File: src/coherence_pkg.sv
// two cores and 32-bit words only; data addresses must be word aligned for the snoop flags
package coherence_pkg;

    localparam int NUM_CORES     = 2;
    localparam int WORD_W        = 32;
    localparam int SNOOP_REQ_BIT = 0;
    localparam int SNOOP_INV_BIT = 1;

    // arbiter states
    localparam logic [1:0] ARB_IDLE   = 2'd0;
    localparam logic [1:0] ARB_SETTLE = 2'd1;
    localparam logic [1:0] ARB_BUSY   = 2'd2;

    // sequencer steps
    localparam logic [3:0] SEQ_WAIT_GRANT = 4'd0;
    localparam logic [3:0] SEQ_ACK        = 4'd1;
    localparam logic [3:0] SEQ_SNOOP      = 4'd2;
    localparam logic [3:0] SEQ_DECIDE     = 4'd3;
    localparam logic [3:0] SEQ_TRANSFER   = 4'd4;
    localparam logic [3:0] SEQ_INVALIDATE = 4'd5;
    localparam logic [3:0] SEQ_MEM_LOAD   = 4'd6;
    localparam logic [3:0] SEQ_WRITEBACK  = 4'd7;
    localparam logic [3:0] SEQ_FETCH      = 4'd8;
    localparam logic [3:0] SEQ_DONE       = 4'd9;

    typedef logic [WORD_W-1:0] word_t;
    typedef logic [$clog2(NUM_CORES)-1:0] core_id_t;

    typedef enum logic [1:0]
    {
        FREE,
        BUSY,
        ACCESS,
        ERROR
    } ramstate_t;

    typedef enum logic [2:0]
    {
        NONE,
        WRITEBACK,
        READ_SHARED,
        READ_EXCL,
        IFETCH
    } req_kind_t;

    // snoop word, either a plain word or word address plus the two flags
    typedef union packed
    {
        word_t word;
        struct packed
        {
            logic [WORD_W-3:0] word_addr;
            logic              inv;
            logic              req;
        } fields;
    } snoop_word_u;

endpackage

File: src/bus_arbiter.sv
`timescale 1ns/1ps
// grants one transaction at a time; requests must stay asserted until served
module bus_arbiter (
    input  logic                                CLK,
    input  logic                                nRST,
    input  logic [coherence_pkg::NUM_CORES-1:0] iren,
    input  logic [coherence_pkg::NUM_CORES-1:0] dren,
    input  logic [coherence_pkg::NUM_CORES-1:0] dwen,
    input  logic [coherence_pkg::NUM_CORES-1:0] ccwrite,
    input  logic [coherence_pkg::NUM_CORES-1:0] cctrans,
    input  logic                                txn_done,
    output coherence_pkg::req_kind_t            grant_kind,
    output coherence_pkg::core_id_t             grant_core
);
    import coherence_pkg::*;

    logic [1:0] state;
    req_kind_t  pick_kind;
    core_id_t   pick_core;

    // lowest class first, so later loops override earlier picks
    // descending core index lets core 0 win inside a class
    always_comb
    begin
        pick_kind = NONE;
        pick_core = '0;
        for (int c = NUM_CORES - 1; c >= 0; c--)
        begin
            if (iren[c])
            begin
                pick_kind = IFETCH;
                pick_core = core_id_t'(c);
            end
        end
        // data read only counts once the cache marks it in progress
        for (int c = NUM_CORES - 1; c >= 0; c--)
        begin
            if (dren[c] && cctrans[c])
            begin
                pick_kind = ccwrite[c] ? READ_EXCL : READ_SHARED;
                pick_core = core_id_t'(c);
            end
        end
        for (int c = NUM_CORES - 1; c >= 0; c--)
        begin
            if (dwen[c])
            begin
                pick_kind = WRITEBACK;
                pick_core = core_id_t'(c);
            end
        end
    end

    always_ff @(posedge CLK, negedge nRST)
    begin
        if (!nRST)
        begin
            state      <= ARB_IDLE;
            grant_kind <= NONE;
            grant_core <= '0;
        end
        else
        begin
            case (state)
                ARB_IDLE:
                begin
                    if (pick_kind != NONE)
                        state <= ARB_SETTLE;
                end
                ARB_SETTLE:
                begin
                    // requests get one cycle to settle before the pick is taken
                    grant_kind <= pick_kind;
                    grant_core <= pick_core;
                    state      <= (pick_kind != NONE) ? ARB_BUSY : ARB_IDLE;
                end
                ARB_BUSY:
                begin
                    if (txn_done)
                    begin
                        state      <= ARB_IDLE;
                        grant_kind <= NONE;
                    end
                end
                default:
                    state <= ARB_IDLE;
            endcase
        end
    end

endmodule

File: src/snoop_sequencer.sv
`timescale 1ns/1ps
// serves the granted transaction only; a snooped cache that never drops cctrans stalls the bus
module snoop_sequencer (
    input  logic                                                   CLK,
    input  logic                                                   nRST,
    input  coherence_pkg::req_kind_t                               grant_kind,
    input  coherence_pkg::core_id_t                                grant_core,
    input  coherence_pkg::word_t [coherence_pkg::NUM_CORES-1:0]     iaddr,
    input  coherence_pkg::word_t [coherence_pkg::NUM_CORES-1:0]     daddr,
    input  coherence_pkg::word_t [coherence_pkg::NUM_CORES-1:0]     dstore,
    input  logic [coherence_pkg::NUM_CORES-1:0]                     ccwrite,
    input  logic [coherence_pkg::NUM_CORES-1:0]                     cctrans,
    input  logic                                                   ram_done,
    input  coherence_pkg::word_t                                   ramload,
    output logic [coherence_pkg::NUM_CORES-1:0]                     iwait,
    output logic [coherence_pkg::NUM_CORES-1:0]                     dwait,
    output coherence_pkg::word_t [coherence_pkg::NUM_CORES-1:0]     iload,
    output coherence_pkg::word_t [coherence_pkg::NUM_CORES-1:0]     dload,
    output logic [coherence_pkg::NUM_CORES-1:0]                     ccwait,
    output logic [coherence_pkg::NUM_CORES-1:0]                     ccinv,
    output coherence_pkg::snoop_word_u [coherence_pkg::NUM_CORES-1:0] ccsnoopaddr,
    output logic                                                   next_ren,
    output logic                                                   next_wen,
    output coherence_pkg::word_t                                   next_addr,
    output coherence_pkg::word_t                                   next_store,
    output logic                                                   txn_done
);
    import coherence_pkg::*;

    logic [3:0]                  step;
    logic [3:0]                  step_next;
    core_id_t                    req;
    core_id_t                    oth;
    snoop_word_u [NUM_CORES-1:0] snoop_next;

    assign req = grant_core;
    // two cores, so the other one is the inverted index
    assign oth = ~grant_core;

    always_ff @(posedge CLK, negedge nRST)
    begin
        if (!nRST)
        begin
            step        <= SEQ_WAIT_GRANT;
            ccsnoopaddr <= '0;
        end
        else
        begin
            step        <= step_next;
            ccsnoopaddr <= snoop_next;
        end
    end

    always_comb
    begin
        step_next = step;
        case (step)
            SEQ_WAIT_GRANT:
            begin
                if (grant_kind == IFETCH)
                    step_next = SEQ_FETCH;
                else if (grant_kind != NONE)
                    step_next = SEQ_ACK;
            end
            SEQ_ACK:
                step_next = (grant_kind == WRITEBACK) ? SEQ_WRITEBACK : SEQ_SNOOP;
            SEQ_SNOOP:
                step_next = SEQ_DECIDE;
            SEQ_DECIDE:
            begin
                // dirty line in the other cache wins over memory
                if (ccwrite[oth])
                    step_next = SEQ_TRANSFER;
                else if (grant_kind == READ_EXCL)
                    step_next = SEQ_INVALIDATE;
                else
                    step_next = SEQ_MEM_LOAD;
            end
            SEQ_TRANSFER:
            begin
                if (cctrans[oth] && ram_done)
                    step_next = SEQ_DONE;
            end
            SEQ_INVALIDATE:
            begin
                if (!cctrans[oth])
                    step_next = SEQ_MEM_LOAD;
            end
            SEQ_MEM_LOAD,
            SEQ_WRITEBACK,
            SEQ_FETCH:
            begin
                if (ram_done)
                    step_next = SEQ_DONE;
            end
            default:
                step_next = SEQ_WAIT_GRANT;
        endcase
    end

    always_comb
    begin
        iwait      = '1;
        dwait      = '1;
        iload      = '0;
        dload      = '0;
        ccwait     = '0;
        ccinv      = '0;
        snoop_next = '0;
        next_ren   = 1'b0;
        next_wen   = 1'b0;
        next_addr  = '0;
        next_store = '0;
        txn_done   = 1'b0;

        // other core stalls for the whole transaction
        if (step != SEQ_WAIT_GRANT)
            ccwait[oth] = 1'b1;

        case (step)
            SEQ_ACK:
                ccinv[req] = 1'b1;
            SEQ_SNOOP:
            begin
                snoop_next[oth].fields.word_addr = daddr[req][WORD_W-1:2];
                snoop_next[oth].word[SNOOP_REQ_BIT] = 1'b1;
            end
            SEQ_DECIDE:
                snoop_next[oth] = ccsnoopaddr[oth];
            SEQ_TRANSFER:
            begin
                snoop_next[oth] = ccsnoopaddr[oth];
                ccinv[oth] = (grant_kind == READ_EXCL);
                // other cache supplies the line, RAM is updated at its address
                if (cctrans[oth])
                begin
                    next_wen   = !ram_done;
                    next_addr  = daddr[oth];
                    next_store = dstore[oth];
                    dload[req] = dstore[oth];
                    dwait[req] = !ram_done;
                    dwait[oth] = !ram_done;
                end
            end
            SEQ_INVALIDATE:
            begin
                snoop_next[oth].fields.word_addr = ccsnoopaddr[oth].fields.word_addr;
                snoop_next[oth].word[SNOOP_INV_BIT] = 1'b1;
                ccinv[oth] = 1'b1;
            end
            SEQ_MEM_LOAD:
            begin
                snoop_next[oth] = ccsnoopaddr[oth];
                next_ren   = !ram_done;
                next_addr  = daddr[req];
                dload[req] = ramload;
                dwait[req] = !ram_done;
            end
            SEQ_WRITEBACK:
            begin
                next_wen   = !ram_done;
                next_addr  = daddr[req];
                next_store = dstore[req];
                dwait[req] = !ram_done;
            end
            SEQ_FETCH:
            begin
                // fetch also holds the requester's data side
                ccwait     = '1;
                next_ren   = !ram_done;
                next_addr  = iaddr[req];
                iload[req] = ramload;
                iwait[req] = !ram_done;
            end
            SEQ_DONE:
                txn_done = 1'b1;
            default:
            begin
            end
        endcase
    end

endmodule

File: src/ram_port.sv
`timescale 1ns/1ps
// ramstate must leave ACCESS between accesses for ram_done to fire; ERROR is not handled
module ram_port (
    input  logic                     CLK,
    input  logic                     nRST,
    input  logic                     next_ren,
    input  logic                     next_wen,
    input  coherence_pkg::word_t     next_addr,
    input  coherence_pkg::word_t     next_store,
    input  coherence_pkg::ramstate_t ramstate,
    output logic                     ramren,
    output logic                     ramwen,
    output coherence_pkg::word_t     ramaddr,
    output coherence_pkg::word_t     ramstore,
    output logic                     ram_done
);
    import coherence_pkg::*;

    ramstate_t prev_state;

    // first ACCESS cycle after any other status
    assign ram_done = (ramstate == ACCESS) && (prev_state != ACCESS);

    always_ff @(posedge CLK, negedge nRST)
    begin
        if (!nRST)
        begin
            ramren     <= 1'b0;
            ramwen     <= 1'b0;
            prev_state <= FREE;
        end
        else
        begin
            ramren     <= next_ren;
            ramwen     <= next_wen;
            prev_state <= ramstate;
        end
    end

    always_ff @(posedge CLK)
    begin
        // writes are word aligned
        if (next_wen)
            ramaddr <= {next_addr[WORD_W-1:2], 2'b00};
        else
            ramaddr <= next_addr;
        ramstore <= next_store;
    end

endmodule

File: src/memory_control.sv
`timescale 1ns/1ps
// two cores share one RAM port; caches hold requests until their wait line pulses low
module memory_control (
    input  logic                                                   CLK,
    input  logic                                                   nRST,
    input  logic [coherence_pkg::NUM_CORES-1:0]                     iren,
    input  coherence_pkg::word_t [coherence_pkg::NUM_CORES-1:0]     iaddr,
    input  logic [coherence_pkg::NUM_CORES-1:0]                     dren,
    input  logic [coherence_pkg::NUM_CORES-1:0]                     dwen,
    input  coherence_pkg::word_t [coherence_pkg::NUM_CORES-1:0]     daddr,
    input  coherence_pkg::word_t [coherence_pkg::NUM_CORES-1:0]     dstore,
    input  logic [coherence_pkg::NUM_CORES-1:0]                     ccwrite,
    input  logic [coherence_pkg::NUM_CORES-1:0]                     cctrans,
    output logic [coherence_pkg::NUM_CORES-1:0]                     iwait,
    output logic [coherence_pkg::NUM_CORES-1:0]                     dwait,
    output coherence_pkg::word_t [coherence_pkg::NUM_CORES-1:0]     iload,
    output coherence_pkg::word_t [coherence_pkg::NUM_CORES-1:0]     dload,
    output logic [coherence_pkg::NUM_CORES-1:0]                     ccwait,
    output logic [coherence_pkg::NUM_CORES-1:0]                     ccinv,
    output coherence_pkg::snoop_word_u [coherence_pkg::NUM_CORES-1:0] ccsnoopaddr,
    output logic                                                   ramren,
    output logic                                                   ramwen,
    output coherence_pkg::word_t                                   ramaddr,
    output coherence_pkg::word_t                                   ramstore,
    input  coherence_pkg::ramstate_t                               ramstate,
    input  coherence_pkg::word_t                                   ramload
);
    import coherence_pkg::*;

    req_kind_t grant_kind;
    core_id_t  grant_core;
    logic      txn_done;
    logic      next_ren;
    logic      next_wen;
    word_t     next_addr;
    word_t     next_store;
    logic      ram_done;

    // stage 1, request arbitration
    bus_arbiter i_bus_arbiter (
        .CLK        (CLK),
        .nRST       (nRST),
        .iren       (iren),
        .dren       (dren),
        .dwen       (dwen),
        .ccwrite    (ccwrite),
        .cctrans    (cctrans),
        .txn_done   (txn_done),
        .grant_kind (grant_kind),
        .grant_core (grant_core)
    );

    // stage 2, coherence steps
    snoop_sequencer i_snoop_sequencer (
        .CLK         (CLK),
        .nRST        (nRST),
        .grant_kind  (grant_kind),
        .grant_core  (grant_core),
        .iaddr       (iaddr),
        .daddr       (daddr),
        .dstore      (dstore),
        .ccwrite     (ccwrite),
        .cctrans     (cctrans),
        .ram_done    (ram_done),
        .ramload     (ramload),
        .iwait       (iwait),
        .dwait       (dwait),
        .iload       (iload),
        .dload       (dload),
        .ccwait      (ccwait),
        .ccinv       (ccinv),
        .ccsnoopaddr (ccsnoopaddr),
        .next_ren    (next_ren),
        .next_wen    (next_wen),
        .next_addr   (next_addr),
        .next_store  (next_store),
        .txn_done    (txn_done)
    );

    // stage 3, RAM command registers
    ram_port i_ram_port (
        .CLK        (CLK),
        .nRST       (nRST),
        .next_ren   (next_ren),
        .next_wen   (next_wen),
        .next_addr  (next_addr),
        .next_store (next_store),
        .ramstate   (ramstate),
        .ramren     (ramren),
        .ramwen     (ramwen),
        .ramaddr    (ramaddr),
        .ramstore   (ramstore),
        .ram_done   (ram_done)
    );

endmodule

File: config.mk
export PLATFORM = sky130hd
export DESIGN_NAME = memory_control
export DESIGN_NICKNAME = d
export VERILOG_FILES = /design/src/coherence_pkg.sv /design/src/bus_arbiter.sv /design/src/snoop_sequencer.sv /design/src/ram_port.sv /design/src/memory_control.sv
export SDC_FILE = /design/constraint.sdc
export NUM_CORES = 1
export LEC_CHECK = 0
export BUFFER_PORTS_ARGS = -buffer_cell sky130_fd_sc_hd__buf_2
export CAP_MARGIN = 20
export CORE_AREA = 2 2 195 197
export CTS_BUF_LIST = sky130_fd_sc_hd__clkbuf_4 sky130_fd_sc_hd__clkbuf_8
export DETAILED_ROUTE_END_ITERATION = 6
export DIE_AREA = 0 0 197 199
export PLACE_DENSITY_LB_ADDON = 0.1
export SLEW_MARGIN = 20
export SYNTH_ARGS = -nofsm -noshare
export SYNTH_HDL_FRONTEND = slang
export SYNTH_SLANG_ARGS = --single-unit
File: constraint.sdc
create_clock -name CLK -period 1.8 [get_ports CLK]
set_input_delay 0.18 -clock CLK [delete_from_list [all_inputs] [get_ports CLK]]
set_output_delay 0.18 -clock CLK [all_outputs]
set_load 0.02 [all_outputs]
### Word-level counts from Yosys, hierarchy flattened

Cells that the tools add are included.

| word-level totals | value |
|---|---|
| word-level logic and storage cells | 147 |
| output and inout port bits | 266 |
| bits in registers | 142 |

| cells by class | value |
|---|---|
| bitwise gates (word level) | 11 |
| reduce and logical (&&, ||, !) cells | 20 |
| multiplexer cells | 78 |
| equal/unequal tests | 22 |
| magnitude comparators | 4 |

Operators by type and width:

| kind | count |
|---|---|
| $mux W32 | 17 |
| $and A64 B64 Y64 | 5 |
| $pmux W64 S3 | 1 |
| $demux W32 S1 | 5 |
| $mux W64 | 2 |
| $or A64 B64 Y64 | 2 |
| $pmux W64 S2 | 1 |
| $pmux W32 S3 | 1 |
| $pmux W32 S2 | 1 |
| $pmux W4 S7 | 1 |
| $mux W3 | 8 |
| $mux W4 | 6 |
| $mux W1 | 18 |
| $mux W2 | 9 |
| $eq A4 B3 Y1 const B | 4 |
| $pmux W2 S3 | 2 |
| $eq A4 B2 Y1 const B | 2 |
| $eq A4 B4 Y1 const B | 2 |
| $ne A2 B1 Y1 const B | 4 |
| $logic_and A1 B1 Y1 | 6 |
| $pmux W3 S2 | 1 |
| $reduce_bool A3 Y1 | 2 |
| $reduce_or A3 Y1 | 2 |
| $eq A2 B2 Y1 const B | 2 |
| 25 further kinds | 31 |

### Depth between registers and ports, before layout

| depth | value |
|---|---|
| depth after elaboration | 9 |
| depth in mapped cells | 8 |
| depth with buffers taken out | 5 |

### Cells and area by module

From an unflattened synthesis, not the netlist that was laid out.

| unflattened totals | value |
|---|---|
| cell total of the unflattened synthesis | 707 |
| area total of the unflattened synthesis | 7318.3 um^2 |

By module, submodules not included:

| module | cells an instance | instances | area each (um^2) |
|---|---|---|---|
| snoop_sequencer | 598 | 1 | 5564.1 |
| ram_port | 72 | 1 | 1420.1 |
| bus_arbiter | 37 | 1 | 334.1 |

### Worst setup path before layout

Ideal clock, no wire load.

| path | value |
|---|---|
| kind | register to output |
| from | reg i_snoop_sequencer.step[1] |
| to | out dload[13] in the netlist's numbering |
| data required time | 1.620 ns |
| arrival time | 1.878 ns |
| cell stages (with the launch flop) | 8 |
| path buffers | 2 |
| setup slack | -0.258 ns |
| cells stage by stage | dfrtp_1 buf_2 nor2_2 nand2_4 nor2_2 buf_2 a22oi_1 nor4_1 |

RTL lines:

| item | line | RTL |
|---|---|---|
| start: declaration | snoop_sequencer.sv:30 | `logic [3:0] step;` |
| start signal: assignment | snoop_sequencer.sv:49 | `step <= step_next;` |
| end: declaration | memory_control.sv:17 | `output coherence_pkg::word_t [coherence_pkg::NUM_CORES-1:0] dload,` |

==> results.toml <==
[run_status]
outcome = "finished, violations left"
violations = "setup timing"

[detailed_routing]
wl_um = 45300
first_iter_violations = 540
wire_per_inst_um = 23.4
drt_first_pass_iters = 5
post_drt_via_cell_ratio = 4.95
drc = 0
postRouteAntennaNets = 0
route.vias.total = 9583

[clock_tree]
cts.clk_slew.worst_paths_ns = 0.08
cts_root_buffer = "clkbuf_8"
clock-sinks = 142
cts_tree = "yes"
clkLatencyLatePin_ns = 0.48
clockBufferDepth = 2
h-tree-depth = 4
cts_buffers = 17

[placed_design]
dp_cells = 1675
gp_congestion = 0.830
dpl_worst_slack_ns = -0.0940
dpl.hpwl_um = 29000
numPortBuffers = 503

[worst_setup_path]
crit_fanout = 7
worstSetupPathType = "reg -> out"
critPathMaxStageDelay_ns = 0.49
critical_path.top_delay_family = "flip-flops"
path_buf_inv = 3
startpoint_type = "register"
crit_slowest_cell = "dfrtp_4"
crit_arrival_ns = 2.12
critPathCaptureType = "primary output"
path_cells = "mux2_4, nand2_8, nor3_4, buf_6, clkbuf_16, a22o_4, buf_6"
cp_common_cell = "buf_6"
required_ns = 1.62

[power_and_ir_drop]
leakagePower_nw = 7.36
p_int_mw = 10.5
ir_drop_uv = 734
switchingPower_mw = 8.16
pwr-share-clk_pct = 16.1
p_per_area_nw_per_um2 = 1240
p_seq_share_pct = 23.4
swShare_pct = 43.7
combPwrFrac_pct = 60.5

[die]
dieArea_sq_um = 39200
ioPinCount = 504
initial_core_util_pct = 19.8
core-area_sq_um = 37100
dieHeight_um = 199
fp.dieW_um = 197
floorplan.rows = 71

[logic_synthesis]
netlist.area_leader.share_pct = 26.6
synthFlopType = "dfrtp_1"
syn_area_sq_um = 7340
synth_seq_cells = 142
syn_nets = 946
netlist_top_cells_area = "dfrtp_1, a22o_1, dfxtp_1"
synthMostInstantiatedCell = "a22o_1"
synth.avg_cell_area_sq_um = 10.4
ys_seq_area_share_pct = 44.0
synth_edf_count = 0
ys_top_cells_by_count = "a22o_1, dfrtp_1, and3_1, dfxtp_1, a221oi_1"
synthArstFlopShare_pct = 54.9
yosys_warnings = 0
yosysUniqueCellTypes = 54
synth_top_area_cell = "dfrtp_1"
syn_inst = 708

[timing]
fmax_mhz = 434
final-setup-viol-count = 172
fin_crit_sh_pct = 128
final.setup_skew_ns = 0.0163
finalMaxSlewViolations = 0
tightestPinTransition_ns = 0.478
fin_crit_ns = 2.30
layout_setup_ws_ns = -0.502
relSlewSlack_pct = 68.1
hold_slack_ns = 0.0373
rsz0062_at_grt = "yes"
finalHoldViolCount = 0

[global_route]
grt.overflow.total = 0
grt_pass1_vias = 9271
grt_max_degree = 39
grt_pass1_wl_um = 59000
track_usage_pct = 20.0
grt_antenna_before_repair = 2

[layout]
final_layout_size_suffix_gt1_share_pct = 52.1
stdcell_count = 1935
area_delta_synth_final_pct = 106
fin_nets = 1686
antenna_cells = 0

[job]
cap_violations = 0

[min_path]
hold_path.class = "in -> reg"
-- repair_timing --
| action | in CTS | in global routing |
|---|---|---|
| setup endpoints to repair | 168 | 262 |
| resized for setup | 135 | 187 |
| setup buffers | 15 | 15 |
| hold endpoints to repair | 193 | 2 |
| hold buffers | 171 | 2 |
| pin swaps | 18 | 42 |
| cloned | 6 | 23 |
-- layer usage --
metal  track usage [%]  part of all wire (%)
met3              3.73                   5.4
met5                 0                 0.051
met4              5.93                   2.1
met1              26.6                    44
met2              33.2                    48
-- state kept, by name (all words and copies together), names as in the netlist --
register and flops:
i_bus_arbiter.grant_core 1, i_bus_arbiter.grant_kind 3, i_bus_arbiter.state 2, i_ram_port.prev_state 2, i_ram_port.ramaddr 32, i_ram_port.ramren 1
i_ram_port.ramstore 32, i_ram_port.ramwen 1, i_snoop_sequencer.ccsnoopaddr 64, i_snoop_sequencer.step 4
-- worst register-to-register path: stages, from the launching register on --
cell and delay, ns:
dfrtp_4 0.49, mux2_4 0.35, nand2_8 0.09, buf_12 0.10, nor2_4 0.04, buf_12 0.15, buf_12 0.13, clkbuf_16 0.15
a221oi_1 0.29, o22ai_1 0.12
-- layout by cell type, fill, tap and decap left out, drive strengths merged, types with 2 or more instances in the layout --
| cell type | Yosys | final |
|---|---|---|
| bufinv | 0 | 4 |
| o21a | 6 | 6 |
| mux2 | 2 | 2 |
| nor2b | 4 | 4 |
| a22oi | 2 | 2 |
| a211oi | 3 | 3 |
| and3 | 64 | 64 |
| inv | 3 | 6 |
| nand2 | 14 | 14 |
| nand2b | 8 | 8 |
| dfxtp | 64 | 64 |
| nor4 | 2 | 2 |
| clkbuf | 31 | 34 |
| a31oi | 2 | 2 |
| nor2 | 27 | 27 |
| nor4b | 2 | 2 |
| dfrtp | 78 | 78 |
| xor2 | 2 | 2 |
| buf | 49 | 614 |
| o211ai | 2 | 2 |
| dlygate4sd3 | 0 | 173 |
| mux2i | 34 | 34 |
| o21ai | 18 | 18 |
| clkinvlp | 0 | 3 |
| nor3 | 14 | 14 |
| clkinv | 1 | 3 |
| a221oi | 62 | 62 |
| a21oi | 6 | 6 |
| nand3 | 7 | 7 |
| a22o | 156 | 156 |
| o22ai | 31 | 31 |
-- through the flow --
| stage | setup TNS (ns) | power [mW] | utilization, % | cell area, sq um |
|---|---|---|---|---|
| 3_3_place_gp | -1.06 | 13.3 | 29.4 | 10900 |
| 2_1_floorplan | 0 | 9.49 | - | 7360 |
| 3_5_place_dp | -2.91 | 13.3 | 29.4 | 10900 |
| 4_1_cts | -66.87 | 17.5 | 37.0 | 13700 |
| 6_report | -61.70 | 18.7 | 40.7 | 15100 |
| 5_1_grt | -79.86 | 19.7 | 40.7 | 15100 |
-- worst paths after layout --
check / slack, ns / endpoint / startpoint / depth (start not counted)
min in group asynchronous: 0.19 / i_snoop_sequencer.ccsnoopaddr[59] / nRST / 2
setup reg to reg: -0.20 / i_ram_port.ramaddr[8] / i_bus_arbiter.grant_core / 9
hold / removal: 0.04 / i_ram_port.ramaddr[22] / iaddr[54] / 3
hold reg to reg: 0.45 / i_bus_arbiter.state[0] / i_bus_arbiter.state[0] / 1
max in group asynchronous: 1.07 / i_bus_arbiter.grant_core / nRST / 3
setup / recovery: -0.50 / dload[3] / i_bus_arbiter.grant_core / 7
-- cells by family after synthesis --
group           synth area share, %
buf+inv                        5.35
xor+xnor                      0.239
flops                          44.0
mux                            4.99
compound gates                 33.8
simple gates                   11.6
-- cell type report --
cell class | instances | area [sq um]
inverters | 4 | 17.5
clock inverters | 12 | 186
multi-input cells | 482 | 4250
clock buffers | 20 | 263
flip-flops and latches | 142 | 3240
repair buffers | 801 | 6560
well taps | 474 | 593
fillers | 3703 | 22000
-- power by group through the flow --
stage                     clock network [mW]  registers (mW)  logic (mW)
after detailed placement                   0            4.43        8.89
after global placement                     0            4.42        8.90
after CTS                               3.14            4.36        10.0
final                                   3.01            4.37        11.3
after global routing                    3.26            4.46        11.9
after floorplan                            0            5.24        4.25
Note: power is estimated with default switching activity, not from simulation.
